### src/logic/rv_pkg.sv
////////////////////////////////////////////////////////////
// rv32i shared types: instruction formats, decoded command,
// stage transfer bundles and the one-hot phase encoding
////////////////////////////////////////////////////////////

package rv_pkg;

	localparam logic [6:0] OP_LUI   = 7'b0110111;
	localparam logic [6:0] OP_AUIPC = 7'b0010111;
	localparam logic [6:0] OP_JAL   = 7'b1101111;
	localparam logic [6:0] OP_JALR  = 7'b1100111;
	localparam logic [6:0] OP_BR    = 7'b1100011;
	localparam logic [6:0] OP_LD    = 7'b0000011;
	localparam logic [6:0] OP_ST    = 7'b0100011;
	localparam logic [6:0] OP_ALUI  = 7'b0010011;
	localparam logic [6:0] OP_ALU   = 7'b0110011;

	typedef struct packed {
		logic [6:0] funct7;
		logic [4:0] rs2;
		logic [4:0] rs1;
		logic [2:0] funct3;
		logic [4:0] rd;
		logic [6:0] opcode;
	} r_fmt_t;

	typedef struct packed {
		logic [11:0] imm_11_0;
		logic [4:0]  rs1;
		logic [2:0]  funct3;
		logic [4:0]  rd;
		logic [6:0]  opcode;
	} i_fmt_t;

	typedef struct packed {
		logic [6:0] imm_11_5;
		logic [4:0] rs2;
		logic [4:0] rs1;
		logic [2:0] funct3;
		logic [4:0] imm_4_0;
		logic [6:0] opcode;
	} s_fmt_t;

	typedef struct packed {
		logic       imm_12;
		logic [5:0] imm_10_5;
		logic [4:0] rs2;
		logic [4:0] rs1;
		logic [2:0] funct3;
		logic [3:0] imm_4_1;
		logic       imm_11;
		logic [6:0] opcode;
	} b_fmt_t;

	typedef struct packed {
		logic [19:0] imm_31_12;
		logic [4:0]  rd;
		logic [6:0]  opcode;
	} u_fmt_t;

	typedef struct packed {
		logic       imm_20;
		logic [9:0] imm_10_1;
		logic       imm_11;
		logic [7:0] imm_19_12;
		logic [4:0] rd;
		logic [6:0] opcode;
	} j_fmt_t;

	// one instruction word seen in all six formats
	typedef union packed {
		r_fmt_t r;
		i_fmt_t i;
		s_fmt_t s;
		b_fmt_t b;
		u_fmt_t u;
		j_fmt_t j;
	} inst_u;

	typedef struct packed {
		logic        lui;
		logic        auipc;
		logic        alu;
		logic        alui;
		logic        ld;
		logic        st;
		logic        jal;
		logic        jalr;
		logic        br;
		logic [2:0]  alu_code;    // funct3
		logic        alu_sub_sra;
		logic [4:0]  rd_adr;
		logic [4:0]  rs1_adr;
		logic [4:0]  rs2_adr;
		logic [31:0] imm;         // sign extended
		logic        wbk_rd_reg;  // rd written, never x0
	} dec_cmd_t;

	typedef struct packed {
		logic        ld;
		logic        st;
		logic [2:0]  ldst_code;
		logic [4:0]  rd_adr;
		logic        wbk_rd_reg;
		logic [31:0] rd_data;     // alu result or access address
		logic [31:0] st_data;
	} ma_cmd_t;

	typedef struct packed {
		logic        we;
		logic [4:0]  rd_adr;
		logic [31:0] data;
	} wb_t;

	// byte access when neither w nor hw is set
	typedef struct packed {
		logic        req;
		logic        w;
		logic        hw;
		logic [31:0] adr;
	} mem_req_t;

	typedef enum logic [4:0] {
		PH_PC    = 5'b00001,
		PH_IMR   = 5'b00010,
		PH_IDRFR = 5'b00100,
		PH_EX    = 5'b01000,
		PH_DMRW  = 5'b10000
	} phase_t;

endpackage

### src/logic/cpu_state_machine.sv
////////////////////////////////////////////////////////////
// cpu state machine
// run flag and one-hot phase sequencer
////////////////////////////////////////////////////////////

module cpu_state_machine (
	input  logic           i_clk,
	input  logic           i_rst_n,
	input  logic           i_cpu_start,
	input  logic           i_quit_cmd,
	input  logic           i_imr_run,
	input  logic           i_dmrw_run,
	output rv_pkg::phase_t o_phase,
	output logic           o_running
);

	rv_pkg::phase_t phase_nxt;

	always_ff @(posedge i_clk or negedge i_rst_n) begin
		if (!i_rst_n) begin
			o_running <= 1'b0;
		end else if (i_cpu_start) begin
			o_running <= 1'b1;
		end else if (i_quit_cmd) begin
			o_running <= 1'b0; // instruction in flight still finishes
		end
	end

	always_comb begin
		phase_nxt = o_phase;
		case (o_phase)
			rv_pkg::PH_PC:    if (o_running) phase_nxt = rv_pkg::PH_IMR; // idle here when stopped
			rv_pkg::PH_IMR:   if (!i_imr_run) phase_nxt = rv_pkg::PH_IDRFR;
			rv_pkg::PH_IDRFR: phase_nxt = rv_pkg::PH_EX;
			rv_pkg::PH_EX:    phase_nxt = rv_pkg::PH_DMRW;
			rv_pkg::PH_DMRW:  if (!i_dmrw_run) phase_nxt = rv_pkg::PH_PC;
			default:          phase_nxt = rv_pkg::PH_PC;
		endcase
	end

	always_ff @(posedge i_clk or negedge i_rst_n) begin
		if (!i_rst_n) begin
			o_phase <= rv_pkg::PH_PC;
		end else begin
			o_phase <= phase_nxt;
		end
	end

	a_phase_onehot: assert property (@(posedge i_clk) disable iff (!i_rst_n)
		$onehot(o_phase));

endmodule

### src/logic/pc_stage.sv
////////////////////////////////////////////////////////////
// pc stage
// word program counter, start load and next/jump update
////////////////////////////////////////////////////////////

module pc_stage (
	input  logic           i_clk,
	input  logic           i_rst_n,
	input  logic           i_cpu_start,
	input  logic [31:2]    i_cpu_start_adr,
	input  rv_pkg::phase_t i_phase,
	input  logic           i_jmp_condition,
	input  logic [31:2]    i_jmp_adr,
	output logic [31:2]    o_pc
);

	logic dmrw_d; // previous cycle was DMRW

	always_ff @(posedge i_clk or negedge i_rst_n) begin
		if (!i_rst_n) begin
			dmrw_d <= 1'b0;
			o_pc   <= '0;
		end else begin
			dmrw_d <= (i_phase == rv_pkg::PH_DMRW);
			if (i_cpu_start) begin
				o_pc <= i_cpu_start_adr;
			end else if (dmrw_d && i_phase == rv_pkg::PH_PC) begin
				// once per instruction, on the way back from DMRW
				o_pc <= i_jmp_condition ? i_jmp_adr : o_pc + 30'd1;
			end
		end
	end

endmodule

### src/logic/inst_mem_read.sv
////////////////////////////////////////////////////////////
// instruction memory read
// word fetch at pc, instruction latched on read valid
////////////////////////////////////////////////////////////

module inst_mem_read (
	input  logic             i_clk,
	input  logic             i_rst_n,
	input  rv_pkg::phase_t   i_phase,
	input  logic [31:2]      i_pc,
	input  logic             i_read_valid,
	input  logic [31:0]      i_read_data,
	output logic             o_imr_run,
	output rv_pkg::mem_req_t o_i_read,
	output rv_pkg::inst_u    o_inst
);

	logic got; // fetch answered this IMR
	logic take;

	assign take = o_i_read.req && i_read_valid;

	always_ff @(posedge i_clk or negedge i_rst_n) begin
		if (!i_rst_n) begin
			got <= 1'b0;
		end else if (i_phase != rv_pkg::PH_IMR) begin
			got <= 1'b0;
		end else if (take) begin
			got <= 1'b1;
		end
	end

	always_ff @(posedge i_clk) begin
		if (take) o_inst <= i_read_data;
	end

	// request level held from IMR entry until valid
	assign o_i_read = '{req: (i_phase == rv_pkg::PH_IMR) && !got, w: 1'b1, hw: 1'b0,
		adr: {i_pc, 2'b00}};
	assign o_imr_run = !got;

	a_req_fall_after_valid: assert property (@(posedge i_clk) disable iff (!i_rst_n)
		$fell(o_i_read.req) |-> $past(i_read_valid));

endmodule

### src/logic/decoder.sv
////////////////////////////////////////////////////////////
// instruction decoder
// format select, immediate assembly and command flags
////////////////////////////////////////////////////////////

module decoder (
	input  rv_pkg::inst_u    i_inst,
	output rv_pkg::dec_cmd_t o_cmd
);

	always_comb begin
		o_cmd          = '0;
		o_cmd.alu_code = i_inst.r.funct3;
		o_cmd.rd_adr   = i_inst.r.rd;
		o_cmd.rs1_adr  = i_inst.r.rs1;
		o_cmd.rs2_adr  = i_inst.r.rs2;
		case (i_inst.r.opcode)
			rv_pkg::OP_LUI: begin
				o_cmd.lui = 1'b1;
				o_cmd.imm = {i_inst.u.imm_31_12, 12'd0};
			end
			rv_pkg::OP_AUIPC: begin
				o_cmd.auipc = 1'b1;
				o_cmd.imm   = {i_inst.u.imm_31_12, 12'd0};
			end
			rv_pkg::OP_JAL: begin
				o_cmd.jal = 1'b1;
				o_cmd.imm = {{11{i_inst.j.imm_20}}, i_inst.j.imm_20, i_inst.j.imm_19_12,
					i_inst.j.imm_11, i_inst.j.imm_10_1, 1'b0};
			end
			rv_pkg::OP_JALR: begin
				o_cmd.jalr = 1'b1;
				o_cmd.imm  = {{20{i_inst.i.imm_11_0[11]}}, i_inst.i.imm_11_0};
			end
			rv_pkg::OP_BR: begin
				o_cmd.br  = 1'b1;
				o_cmd.imm = {{19{i_inst.b.imm_12}}, i_inst.b.imm_12, i_inst.b.imm_11,
					i_inst.b.imm_10_5, i_inst.b.imm_4_1, 1'b0};
			end
			rv_pkg::OP_LD: begin
				o_cmd.ld  = 1'b1;
				o_cmd.imm = {{20{i_inst.i.imm_11_0[11]}}, i_inst.i.imm_11_0};
			end
			rv_pkg::OP_ST: begin
				o_cmd.st  = 1'b1;
				o_cmd.imm = {{20{i_inst.s.imm_11_5[6]}}, i_inst.s.imm_11_5, i_inst.s.imm_4_0};
			end
			rv_pkg::OP_ALUI: begin
				o_cmd.alui        = 1'b1;
				o_cmd.imm         = {{20{i_inst.i.imm_11_0[11]}}, i_inst.i.imm_11_0};
				o_cmd.alu_sub_sra = (i_inst.r.funct3 == 3'b101) && i_inst.r.funct7[5]; // srai only
			end
			rv_pkg::OP_ALU: begin
				o_cmd.alu         = 1'b1;
				o_cmd.alu_sub_sra = i_inst.r.funct7[5]; // sub, sra
			end
			default: ; // fence, system and unknown run as no-ops
		endcase
		o_cmd.wbk_rd_reg = (o_cmd.lui | o_cmd.auipc | o_cmd.alu | o_cmd.alui | o_cmd.ld |
			o_cmd.jal | o_cmd.jalr) && (i_inst.r.rd != 5'd0);
	end

endmodule

### src/logic/register_file.sv
////////////////////////////////////////////////////////////
// register file, 32 x 32 with x0 hardwired to zero
////////////////////////////////////////////////////////////

module register_file (
	input  logic           i_clk,
	input  logic           i_rst_n,
	input  rv_pkg::phase_t i_phase,
	input  logic [4:0]     i_rs1_adr,
	input  logic [4:0]     i_rs2_adr,
	input  rv_pkg::wb_t    i_wb,
	output logic [31:0]    o_rs1_data,
	output logic [31:0]    o_rs2_data
);

	logic [31:0] regs [1:31]; // no storage for x0

	always_ff @(posedge i_clk) begin
		if (i_wb.we && i_wb.rd_adr != 5'd0) regs[i_wb.rd_adr] <= i_wb.data;
	end

	always_ff @(posedge i_clk or negedge i_rst_n) begin
		if (!i_rst_n) begin
			o_rs1_data <= '0;
			o_rs2_data <= '0;
		end else if (i_phase == rv_pkg::PH_IDRFR) begin
			o_rs1_data <= (i_rs1_adr == 5'd0) ? 32'd0 : regs[i_rs1_adr];
			o_rs2_data <= (i_rs2_adr == 5'd0) ? 32'd0 : regs[i_rs2_adr];
		end
	end

endmodule

### src/logic/execution.sv
////////////////////////////////////////////////////////////
// execution stage
// alu, branch compare, jump target and memory request build
////////////////////////////////////////////////////////////

module execution (
	input  logic             i_clk,
	input  logic             i_rst_n,
	input  rv_pkg::phase_t   i_phase,
	input  logic [31:2]      i_pc,
	input  rv_pkg::dec_cmd_t i_cmd,
	input  logic [31:0]      i_rs1_data,
	input  logic [31:0]      i_rs2_data,
	output rv_pkg::ma_cmd_t  o_ma,
	output logic             o_jmp_condition,
	output logic [31:2]      o_jmp_adr
);

	logic [31:0] pc32;
	logic [31:0] op2;
	logic [31:0] alu_res;
	logic [31:0] result;
	logic [31:0] target;
	logic        taken;

	assign pc32 = {i_pc, 2'b00};
	assign op2  = i_cmd.alu ? i_rs2_data : i_cmd.imm;

	always_comb begin
		case (i_cmd.alu_code)
			3'b000:  alu_res = i_cmd.alu_sub_sra ? i_rs1_data - op2 : i_rs1_data + op2;
			3'b001:  alu_res = i_rs1_data << op2[4:0];
			3'b010:  alu_res = {31'd0, $signed(i_rs1_data) < $signed(op2)};
			3'b011:  alu_res = {31'd0, i_rs1_data < op2};
			3'b100:  alu_res = i_rs1_data ^ op2;
			3'b101:  alu_res = i_cmd.alu_sub_sra ? $unsigned($signed(i_rs1_data) >>> op2[4:0])
				: i_rs1_data >> op2[4:0];
			3'b110:  alu_res = i_rs1_data | op2;
			default: alu_res = i_rs1_data & op2;
		endcase
	end

	always_comb begin
		if (i_cmd.lui) result = i_cmd.imm;
		else if (i_cmd.auipc) result = pc32 + i_cmd.imm;
		else if (i_cmd.jal || i_cmd.jalr) result = pc32 + 32'd4; // link
		else if (i_cmd.ld || i_cmd.st) result = i_rs1_data + i_cmd.imm; // access address
		else result = alu_res;
	end

	// branch compare keyed on funct3
	always_comb begin
		case (i_cmd.alu_code)
			3'b000:  taken = (i_rs1_data == i_rs2_data);
			3'b001:  taken = (i_rs1_data != i_rs2_data);
			3'b100:  taken = ($signed(i_rs1_data) < $signed(i_rs2_data));
			3'b101:  taken = ($signed(i_rs1_data) >= $signed(i_rs2_data));
			3'b110:  taken = (i_rs1_data < i_rs2_data);
			3'b111:  taken = (i_rs1_data >= i_rs2_data);
			default: taken = 1'b0;
		endcase
	end

	assign target = i_cmd.jalr ? ((i_rs1_data + i_cmd.imm) & ~32'd1) : pc32 + i_cmd.imm;

	always_ff @(posedge i_clk or negedge i_rst_n) begin
		if (!i_rst_n) begin
			o_ma            <= '0;
			o_jmp_condition <= 1'b0;
			o_jmp_adr       <= '0;
		end else if (i_phase == rv_pkg::PH_EX) begin
			o_ma.ld         <= i_cmd.ld;
			o_ma.st         <= i_cmd.st;
			o_ma.ldst_code  <= i_cmd.alu_code;
			o_ma.rd_adr     <= i_cmd.rd_adr;
			o_ma.wbk_rd_reg <= i_cmd.wbk_rd_reg;
			o_ma.rd_data    <= result;
			o_ma.st_data    <= i_rs2_data;
			o_jmp_condition <= i_cmd.jal | i_cmd.jalr | (i_cmd.br & taken);
			o_jmp_adr       <= target[31:2];
		end
	end

endmodule

### src/logic/data_rw_mem.sv
////////////////////////////////////////////////////////////
// data memory read/write
// load/store requests, lane alignment and writeback
////////////////////////////////////////////////////////////

module data_rw_mem (
	input  logic             i_clk,
	input  logic             i_rst_n,
	input  rv_pkg::phase_t   i_phase,
	input  rv_pkg::ma_cmd_t  i_ma,
	input  logic             i_read_valid,
	input  logic [31:0]      i_read_data,
	input  logic             i_write_finish,
	output rv_pkg::mem_req_t o_d_read,
	output rv_pkg::mem_req_t o_d_write,
	output logic [31:0]      o_d_write_data,
	output logic             o_dmrw_run,
	output rv_pkg::wb_t      o_wb
);

	logic        in_dmrw;
	logic        done;    // access answered
	logic        ld_take;
	logic        w_sz;
	logic        hw_sz;
	logic [31:0] rd_word; // addressed lane moved to bit 0
	logic [31:0] ld_ext;
	logic [31:0] ld_data;

	assign in_dmrw = (i_phase == rv_pkg::PH_DMRW);
	assign w_sz    = (i_ma.ldst_code[1:0] == 2'b10);
	assign hw_sz   = (i_ma.ldst_code[1:0] == 2'b01);
	assign ld_take = o_d_read.req && i_read_valid;

	assign o_d_read  = '{req: in_dmrw && i_ma.ld && !done, w: w_sz, hw: hw_sz,
		adr: i_ma.rd_data};
	assign o_d_write = '{req: in_dmrw && i_ma.st && !done, w: w_sz, hw: hw_sz,
		adr: i_ma.rd_data};
	assign o_d_write_data = i_ma.st_data << {i_ma.rd_data[1:0], 3'b000}; // into byte lane

	always_ff @(posedge i_clk or negedge i_rst_n) begin
		if (!i_rst_n) begin
			done <= 1'b0;
		end else if (!in_dmrw) begin
			done <= 1'b0;
		end else if (ld_take || (o_d_write.req && i_write_finish)) begin
			done <= 1'b1;
		end
	end

	// read word is the aligned word holding the address
	always_comb begin
		rd_word = i_read_data >> {i_ma.rd_data[1:0], 3'b000};
		case (i_ma.ldst_code)
			3'b000:  ld_ext = {{24{rd_word[7]}}, rd_word[7:0]};
			3'b001:  ld_ext = {{16{rd_word[15]}}, rd_word[15:0]};
			3'b100:  ld_ext = {24'd0, rd_word[7:0]};
			3'b101:  ld_ext = {16'd0, rd_word[15:0]};
			default: ld_ext = rd_word;
		endcase
	end

	always_ff @(posedge i_clk) begin
		if (ld_take) ld_data <= ld_ext;
	end

	assign o_dmrw_run = (i_ma.ld | i_ma.st) && !done;
	assign o_wb = '{we: in_dmrw && !o_dmrw_run && i_ma.wbk_rd_reg, rd_adr: i_ma.rd_adr,
		data: i_ma.ld ? ld_data : i_ma.rd_data};

	a_no_rd_wr_overlap: assert property (@(posedge i_clk) disable iff (!i_rst_n)
		!(o_d_read.req && o_d_write.req));

endmodule

### src/logic/cpu_top.sv
////////////////////////////////////////////////////////////
// rv32i multi-cycle cpu top, shared memory port
////////////////////////////////////////////////////////////

module cpu_top (
	input  logic        clk,
	input  logic        i_rst_n,
	input  logic        i_cpu_start,
	input  logic        i_quit_cmd,
	input  logic [31:2] i_cpu_start_adr,
	output logic [31:0] o_pc_data,
	output logic        o_i_read_req,
	output logic        o_i_read_w,
	output logic        o_i_read_hw,
	output logic [31:0] o_i_read_adr,
	output logic        o_d_read_req,
	output logic        o_d_read_w,
	output logic        o_d_read_hw,
	output logic [31:0] o_d_read_adr,
	input  logic        i_read_valid,
	input  logic [31:0] i_read_data,
	output logic        o_d_write_req,
	output logic        o_d_write_w,
	output logic        o_d_write_hw,
	output logic [31:0] o_d_write_adr,
	output logic [31:0] o_d_write_data,
	input  logic        i_write_finish
);

	rv_pkg::phase_t   phase;
	logic             imr_run;
	logic             dmrw_run;
	logic [31:2]      pc;
	rv_pkg::inst_u    inst;
	rv_pkg::dec_cmd_t cmd;
	logic [31:0]      rs1_data;
	logic [31:0]      rs2_data;
	rv_pkg::ma_cmd_t  ma;
	logic             jmp_condition;
	logic [31:2]      jmp_adr;
	rv_pkg::wb_t      wb;
	rv_pkg::mem_req_t i_read;
	rv_pkg::mem_req_t d_read;
	rv_pkg::mem_req_t d_write;

	assign o_pc_data     = {pc, 2'b00};
	assign o_i_read_req  = i_read.req;
	assign o_i_read_w    = i_read.w;
	assign o_i_read_hw   = i_read.hw;
	assign o_i_read_adr  = i_read.adr;
	assign o_d_read_req  = d_read.req;
	assign o_d_read_w    = d_read.w;
	assign o_d_read_hw   = d_read.hw;
	assign o_d_read_adr  = d_read.adr;
	assign o_d_write_req = d_write.req;
	assign o_d_write_w   = d_write.w;
	assign o_d_write_hw  = d_write.hw;
	assign o_d_write_adr = d_write.adr;

	cpu_state_machine cpu_state_machine (
		.i_clk(clk),
		.i_rst_n(i_rst_n),
		.i_cpu_start(i_cpu_start),
		.i_quit_cmd(i_quit_cmd),
		.i_imr_run(imr_run),
		.i_dmrw_run(dmrw_run),
		.o_phase(phase),
		.o_running() // status only
	);

	pc_stage pc_stage (
		.i_clk(clk),
		.i_rst_n(i_rst_n),
		.i_cpu_start(i_cpu_start),
		.i_cpu_start_adr(i_cpu_start_adr),
		.i_phase(phase),
		.i_jmp_condition(jmp_condition),
		.i_jmp_adr(jmp_adr),
		.o_pc(pc)
	);

	inst_mem_read inst_mem_read (
		.i_clk(clk),
		.i_rst_n(i_rst_n),
		.i_phase(phase),
		.i_pc(pc),
		.i_read_valid(i_read_valid),
		.i_read_data(i_read_data),
		.o_imr_run(imr_run),
		.o_i_read(i_read),
		.o_inst(inst)
	);

	decoder decoder (
		.i_inst(inst),
		.o_cmd(cmd)
	);

	register_file register_file (
		.i_clk(clk),
		.i_rst_n(i_rst_n),
		.i_phase(phase),
		.i_rs1_adr(cmd.rs1_adr),
		.i_rs2_adr(cmd.rs2_adr),
		.i_wb(wb),
		.o_rs1_data(rs1_data),
		.o_rs2_data(rs2_data)
	);

	execution execution (
		.i_clk(clk),
		.i_rst_n(i_rst_n),
		.i_phase(phase),
		.i_pc(pc),
		.i_cmd(cmd),
		.i_rs1_data(rs1_data),
		.i_rs2_data(rs2_data),
		.o_ma(ma),
		.o_jmp_condition(jmp_condition),
		.o_jmp_adr(jmp_adr)
	);

	data_rw_mem data_rw_mem (
		.i_clk(clk),
		.i_rst_n(i_rst_n),
		.i_phase(phase),
		.i_ma(ma),
		.i_read_valid(i_read_valid),
		.i_read_data(i_read_data),
		.i_write_finish(i_write_finish),
		.o_d_read(d_read),
		.o_d_write(d_write),
		.o_d_write_data(o_d_write_data),
		.o_dmrw_run(dmrw_run),
		.o_wb(wb)
	);

endmodule

### config.mk
export PLATFORM = sky130hd
export DESIGN_NAME = cpu_top
export DESIGN_NICKNAME = d
export VERILOG_FILES = /design/src/logic/rv_pkg.sv /design/src/logic/cpu_state_machine.sv /design/src/logic/pc_stage.sv /design/src/logic/inst_mem_read.sv /design/src/logic/decoder.sv /design/src/logic/register_file.sv /design/src/logic/execution.sv /design/src/logic/data_rw_mem.sv /design/src/logic/cpu_top.sv
export SDC_FILE = /design/constraint.sdc
export NUM_CORES = 2
export LEC_CHECK = 0
export ABC_AREA = 1
export BUFFER_PORTS_ARGS = -buffer_cell sky130_fd_sc_hd__buf_4
export CORE_ASPECT_RATIO = 0.9
export CORE_UTILIZATION = 40
export CTS_CLUSTER_DIAMETER = 40
export CTS_CLUSTER_SIZE = 8
export DETAILED_ROUTE_END_ITERATION = 7
export PLACE_DENSITY = 0.56
export SETUP_SLACK_MARGIN = 0.15
export SYNTH_ARGS = -nofsm -noshare
export SYNTH_HDL_FRONTEND = slang
export SYNTH_SLANG_ARGS = --single-unit
### constraint.sdc
create_clock -name clk -period 6 [get_ports clk]
set_input_delay 0.9 -clock clk [delete_from_list [all_inputs] [get_ports clk]]
set_output_delay 0.9 -clock clk [all_outputs]
set_load 0.01 [all_outputs]
; Word-level counts from Yosys, hierarchy flattened
; Memory sizes are Yosys's and may differ from the RTL's. A register that Yosys moved wholly into a read port is not among the register bits.
; Cells that the tools add are included.
[op_classes]
n_addsub = 6
magnitude_cmp = 6
eq_ne = 33
shift = 5
muxes = 42
bitwise_logic = 13
reduce_logical = 33
[ops]
columns = operator, count
row1 = $mux 32, 11
row2 = $pmux 32 s7, 1
row3 = $pmux 32 s5, 1
row4 = $lt 32x32->1, 4
row5 = $pmux 32 s4, 1
row6 = $add 32x32->32, 3
row7 = $mux 30, 3
row8 = $ge 32x32->1, 2
row9 = $shl 32x5->32, 2
row10 = $shr 32x5->32, 2
row11 = $add 32x3->32 const B, 1
row12 = $and 32x32->32, 1
row13 = $eq 32x32->1, 1
row14 = $ne 32x32->1, 1
row15 = $or 32x32->32, 1
row16 = $sshr 32x5->32, 1
row17 = $sub 32x32->32, 1
row18 = $xor 32x32->32, 1
row19 = $add 30x1->30 const B, 1
row20 = $mux 5, 5
row21 = $pmux 5 s5, 1
row22 = $eq 7x6->1 const B, 3
row23 = $eq 7x7->1 const B, 3
row24 = $eq 3x3->1 const B, 6
row25 = 29 further kinds, 81
[totals]
ff_bits = 273
ram_bits = 992
inputBits = 68
out_inout_bits = 169
wordCells = 158
mem_count = 1
[memory_table]
columns = name, depth, word_bits, rd, rd_ports_with_merged_regs, wr, line_no
row1 = register_file.regs, 31, 32, 2, 2, 1, register_file.sv:16  ; logic [31:0] regs [1:31];

; Depth between registers and ports, before layout
[depth]
depth_word = 11
ltp_mapped = 37
depth_no_buf = 37

; Cells and area by module
; From an unflattened synthesis, not the netlist that was laid out.
[unflattened]
hier_cells = 10913
area_unflattened_um2 = 81288.0
[by_module_without_submodules]
columns = mod, instances, cells_per_inst, area_each_um2, seq_area_each_um2
row1 = register_file, 1, 6072, 52326.4, 31390.1
row2 = execution, 1, 3610, 20425.8, 2652.5
row3 = data_rw_mem, 1, 488, 3420.8, 985.9
row4 = pc_stage, 1, 452, 2701.3, 775.7
row5 = inst_mem_read, 1, 80, 1300.0, 985.9
row6 = decoder, 1, 169, 790.8, 0.0
row7 = cpu_state_machine, 1, 39, 304.0, 151.4
row8 = cpu_top, 1, 3, 18.8, 0.0

; Worst setup path before layout
; Ideal clock, no wire load.
[synth_timing]
path_kind = register to register
start = reg inst_mem_read.o_inst[5] in the netlist's numbering
end = reg execution.o_ma[59] in the netlist's numbering
setup_ns = 0.116
arrival_time_ns = 3.793
required_ns = 5.884
slack_ns = 2.090
path_stages_with_launch = 34
path_buffers = 1
synth_period_minus_slack_ns = 3.910
cell_sequence = edfxtp_1 > nand2_4 > nor2_4 > nand2_4 > nand3_4 > nor2_1 > nor2_1 > clkbuf_1 > a21oi_1 > inv_1 > nor2_1 > inv_1 > ha_1 > nand2_1 > nor2_1 > inv_1 > nor3_1 > nand3_1 > and3_1 > inv_1 > a21oi_1 > or2_2 > nand2_1 > nand2_1 > nand3_1 > nand2_1 > nand2_1 > nand2_1 > nand2_1 > nand2_1 > nand2_1 > nand2_1 > nand2_1 > nand2_1
[synth_via]
elab_chain_len = 11
elab_cells_between_ends = 40
cone_classes = add/sub: 4 / eq/ne: 9 / shift: 3 / mux: 17 / bitwise: 3 / reduce/logical: 4
[synth_lines]
columns = item, line_no
row1 = from (decl), inst_mem_read.sv:15  ; output rv_pkg::inst_u o_inst
row2 = from (signal assigned), inst_mem_read.sv:34  ; if (take) o_inst <= i_read_data;
row3 = "$eq 7x7->1, or another cell as far along", decoder.sv:17  ; case (i_inst.r.opcode)
row4 = $reduce_or 3->1 (no source line) or $reduce_or 2->1 (tied branches), -
row5 = $pmux 32 s5, decoder.sv:17
row6 = $mux 32, execution.sv:27  ; assign op2 = i_cmd.alu ? i_rs2_data : i_cmd.imm;
row7 = "$add 32x32->32, or another cell as far along", execution.sv:31  ; 3'b000: alu_res = i_cmd.alu_sub_sra ? i_rs1_data - op2 : i_rs1_data + op2;
row8 = $mux 32 (on tied branches), "execution.sv:31, execution.sv:36"
row9 = $pmux 32 s7, execution.sv:30  ; case (i_cmd.alu_code)
row10 = $mux 32, execution.sv:47  ; else if (i_cmd.ld || i_cmd.st) result = i_rs1_data + i_cmd.imm;
row11 = $mux 32, execution.sv:46  ; else if (i_cmd.jal || i_cmd.jalr) result = pc32 + 32'd4;
row12 = $mux 32, execution.sv:45  ; else if (i_cmd.auipc) result = pc32 + i_cmd.imm;
row13 = $mux 32 *, execution.sv:44  ; if (i_cmd.lui) result = i_cmd.imm;
row14 = to (decl), execution.sv:14  ; output rv_pkg::ma_cmd_t o_ma,
; Mark *: on every way between the ends. The rest lies on a longest branch, timed or not.
; A chain may end at the register's enable or synchronous reset.

; Worst setup path after layout
[layout_timing]
start = reg inst_mem_read.o_inst[5] in the netlist's numbering
end = reg execution.o_ma[53] in the netlist's numbering
; The elaborated chain is that of the path after synthesis.

==> flow_summary_export.csv <==
group,metric,value,unit
run_status,status,"completed",
worst_setup_path,worstSetupEndpoint,"execution.o_ma[53]",
finish,fin_cells,11900,
clock_tree,clk_pin_slew,0.05,ns
worst_setup_path,start_kind,"flip-flop",
logic_synthesis,yosysWarningCount,0,
route,ant_nets,0,
route,drc,0,
timing,drv_slew,0,
clock_tree,cts_tree,"yes",
worst_setup_path,required,6.69,ns
worst_setup_path,critPathSlowestCell,"a21oi_1",
logic_synthesis,syn_area_per_cell,8.23,um^2
place,place_congestion,1.04,
worst_setup_path,reg2reg_setup_slack,0.31,ns
global_routing,grt_overflow,0,
floorplanning,num_rows,151,
worst_setup_path,path_max_fanout,8,
route,wirelength,357000,um
route,routedWlPerCell,30.1,um
clock_tree,clock-sinks,1275,
timing,fin_skew,0.103,ns
run,max_cap_viol_count,0,
place,placed_cells,11500,
logic_synthesis,yosysTopAreaCell,"edfxtp_1",
worst_setup_path,max_stage_delay,0.64,ns
logic_synthesis,yosysSeqAreaShare,48.9,%
logic_synthesis,synth-simple-area-share,17.1,%
timing,finalHoldViolCount,0,
worst_setup_path,cp-startpoint,"inst_mem_read.o_inst[5]",
timing,tightest_slew,1.43,ns
finish,syn2layout_area_growth,14.7,%
floorplanning,fp.dieW,462,um
place,dp_hpwl,236000,um
timing,rsz0062_at_grt,"no",
global_routing,antenna_found_initial,23,
timing,fin_crit_sh,94.8,%
logic_synthesis,synthesis.area,76000,um^2
logic_synthesis,synth_compound_area_share,22.3,%
global_routing,grt_pass1_vias,67400,
finish,fin_nets,9417,
clock_tree,postCtsSetupRepairBufs,0,
place,portBuffers,230,
worst_setup_path,cp_data_arrival_time,6.38,ns
timing,hold_slack,0.0290,ns
logic_synthesis,synth_most_common_cell,"o21ai_0",
logic_synthesis,netlist-cell-type-count,68,
logic_synthesis,synthXorXnorAreaFrac,0.876,%
clock_tree,ctsResizeCount,0,
clock_tree,cts_max_path_buffers,3,
logic_synthesis,synth-edff-count,1056,
timing,fmax,0.176,GHz
finish,fin_util,46.2,%
timing,tns,0,ns
logic_synthesis,netlist_top_cells_area,"edfxtp_1 (42%), o21ai_0 (11%), nor2_1 (6.9%)",
worst_setup_path,r2r-start,"inst_mem_read.o_inst[5]",
worst_setup_path,end_kind,"flip-flop",
route,vias,73300,
clock_tree,htree_levels,4,
global_routing,grt_pass1_wl,501000,um
logic_synthesis,synth_top_family_by_area,"compound AO/OA/AOI/OAI gates",
route,drtIter0Drc,11300,
logic_synthesis,ys_seq_elements,1275,
finish,fillers,18300,
global_routing,grt_max_degree,166,
worst_hold_path,hp-class,"in -> async",
power,power.density,448,nW/um^2
worst_setup_path,crit_type,"reg -> reg",
clock_tree,cts_buffers,224,
logic_synthesis,synth_top_cell_area_share,41.7,%
worst_setup_path,r2r-end,"execution.o_ma[53]",
timing,relSlewSlack,3.84,%
worst_setup_path,worst_path_most_repeated_cell,"nand2_1",
logic_synthesis,synthAdderAreaFrac,3.03,%
floorplanning,dieHeight,416,um
finish,drive_gt1_share,9.41,%
logic_synthesis,synthTopCellsByCount,"o21ai_0 (1,606), nor2_1 (1,393), nand2_1 (1,335), edfxtp_1 (1,056), inv_1 (680)",
route,firstDrtPassIters,6,
route,vias_per_cell,6.18,
power,power_leakage,34.3,nW
floorplanning,start_util,40.3,%
timing,setup_viol,0,
clock_tree,cts.root.buffer_cell,"clkbuf_16",
clock_tree,clock_latency,0.90,ns
logic_synthesis,synth.area.mux_share,0.132,%
logic_synthesis,syn_inst,9237,
floorplanning,core,189000,um^2
worst_setup_path,reg2regPathDepth,31,
global_routing,track_usage,36.2,%
power,ir_worst_vdd,0.335,mV
floorplanning,io_pins,237,
timing,fin_crit,5.69,ns
clock_tree,postCtsHoldBufs,0,
logic_synthesis,async_reset_ff_share,16.4,%
floorplanning,die-area,192000,um^2
logic_synthesis,synthFlopType,"edfxtp_1",
## worst max-delay path, delay by kind of cell (launching register included)
kind / cells / cell delay, ns
adder cells (fa/ha/maj): 1 / 0.41
buffers and inverters: 1 / 0.05
AO/OA/AOI/OAI: 6 / 1.82
AND/OR/NAND/NOR: 23 / 2.82
flip-flops: 1 / 0.46
## worst min path at each step
stage / startpoint / end / slack [ns]
after global routing: i_rst_n / register_file.o_rs1_data[27] / 0.10
after CTS: i_rst_n / register_file.o_rs1_data[30] / 0.09
after floorplan: execution.o_ma[73] / execution.o_ma[73] / 0.44
final: i_rst_n / register_file.o_rs1_data[30] / 0.03
after detailed placement: execution.o_jmp_adr[20] / execution.o_jmp_adr[20] / 0.46
after global placement: execution.o_jmp_adr[20] / execution.o_jmp_adr[20] / 0.46
## flip-flops by register name, summed over array words and instances, names as in the netlist, named ones only
| register | flops |
|---|---|
| cpu_state_machine.o_running | 1 |
| inst_mem_read.o_inst | 32 |
| cpu_state_machine.o_phase | 5 |
| data_rw_mem.done | 1 |
| data_rw_mem.ld_data | 32 |
| pc_stage.o_pc | 30 |
| execution.o_jmp_condition | 1 |
| execution.o_ma | 75 |
| register_file.o_rs2_data | 32 |
| inst_mem_read.got | 1 |
| execution.o_jmp_adr | 30 |
| register_file.regs | 992 |
| pc_stage.dmrw_d | 1 |
| register_file.o_rs1_data | 32 |
## final cells by class
type	instances	area [um^2]	share of cell area, %
Antenna cell	6	15.0	0.0172
Clock buffer	296	6010	6.89
Clock inverter	95	1300	1.49
Inverter	705	2680	3.08
Multi-Input combinational cell	6538	33400	38.3
Sequential cell	1275	37200	42.7
Tap cell	2524	3160	3.62
Timing Repair Buffer	422	3450	3.96
## where the power goes
part / leakage [nW] / internal (mW) / switching [mW]
sequential: 12.5 / 10.7 / 1.35
clock: 3.53 / 7.78 / 4.58
combinational: 18.2 / 3.97 / 10.6
## logic make-up (layout without fill, tap and decap cells)
kind of cell | Yosys count | after routing
compound gates | 3021 | 3021
xor+xnor | 76 | 76
fa+ha+maj | 183 | 183
buf+inv | 1428 | 1518
flops | 1275 | 1275
mux | 10 | 10
other cells | 2 | 12
simple gates | 3242 | 3242
## placed cells by master (no fill, tap or decap), drive strengths merged, types with 10 or more instances in the layout
cell,Yosys,final
o21ai,1719,1719
nor2,1401,1401
nand2,1343,1343
edfxtp,1056,1056
inv,702,703
a21oi,459,459
buf,186,422
o22ai,398,398
nand3,343,343
clkbuf,537,296
o211ai,212,212
dfrtp,208,208
ha,181,181
o221ai,92,92
clkinv,3,73
xor2,51,51
nor3,50,50
nand4,43,43
or2,30,30
xnor2,25,25
a31oi,25,25
o31ai,21,21
bufinv,0,18
a22oi,16,16
o21a,16,16
nand3b,14,14
nor4,13,13
a21o,11,11
a21boi,11,11
mux2i,10,10
dfxtp,10,10
## per-layer routing
layer / GRT usage (%) / part of all wire [%]
met5: 0 / 0.036
met4: 18.0 / 5.5
met3: 8.40 / 11
met2: 54.2 / 44
met1: 49.1 / 40
## metrics by stage
step	power, mW	worst slack (ns)	area, um^2
6_report	39.0	0.311	87200
5_1_grt	40.5	0.189	87200
4_1_cts	38.6	0.573	87200
3_5_place_dp	26.2	0.640	79800
3_3_place_gp	26.2	0.592	79800
2_1_floorplan	19.9	2.09	76000
(Power assumes the default switching activity.)
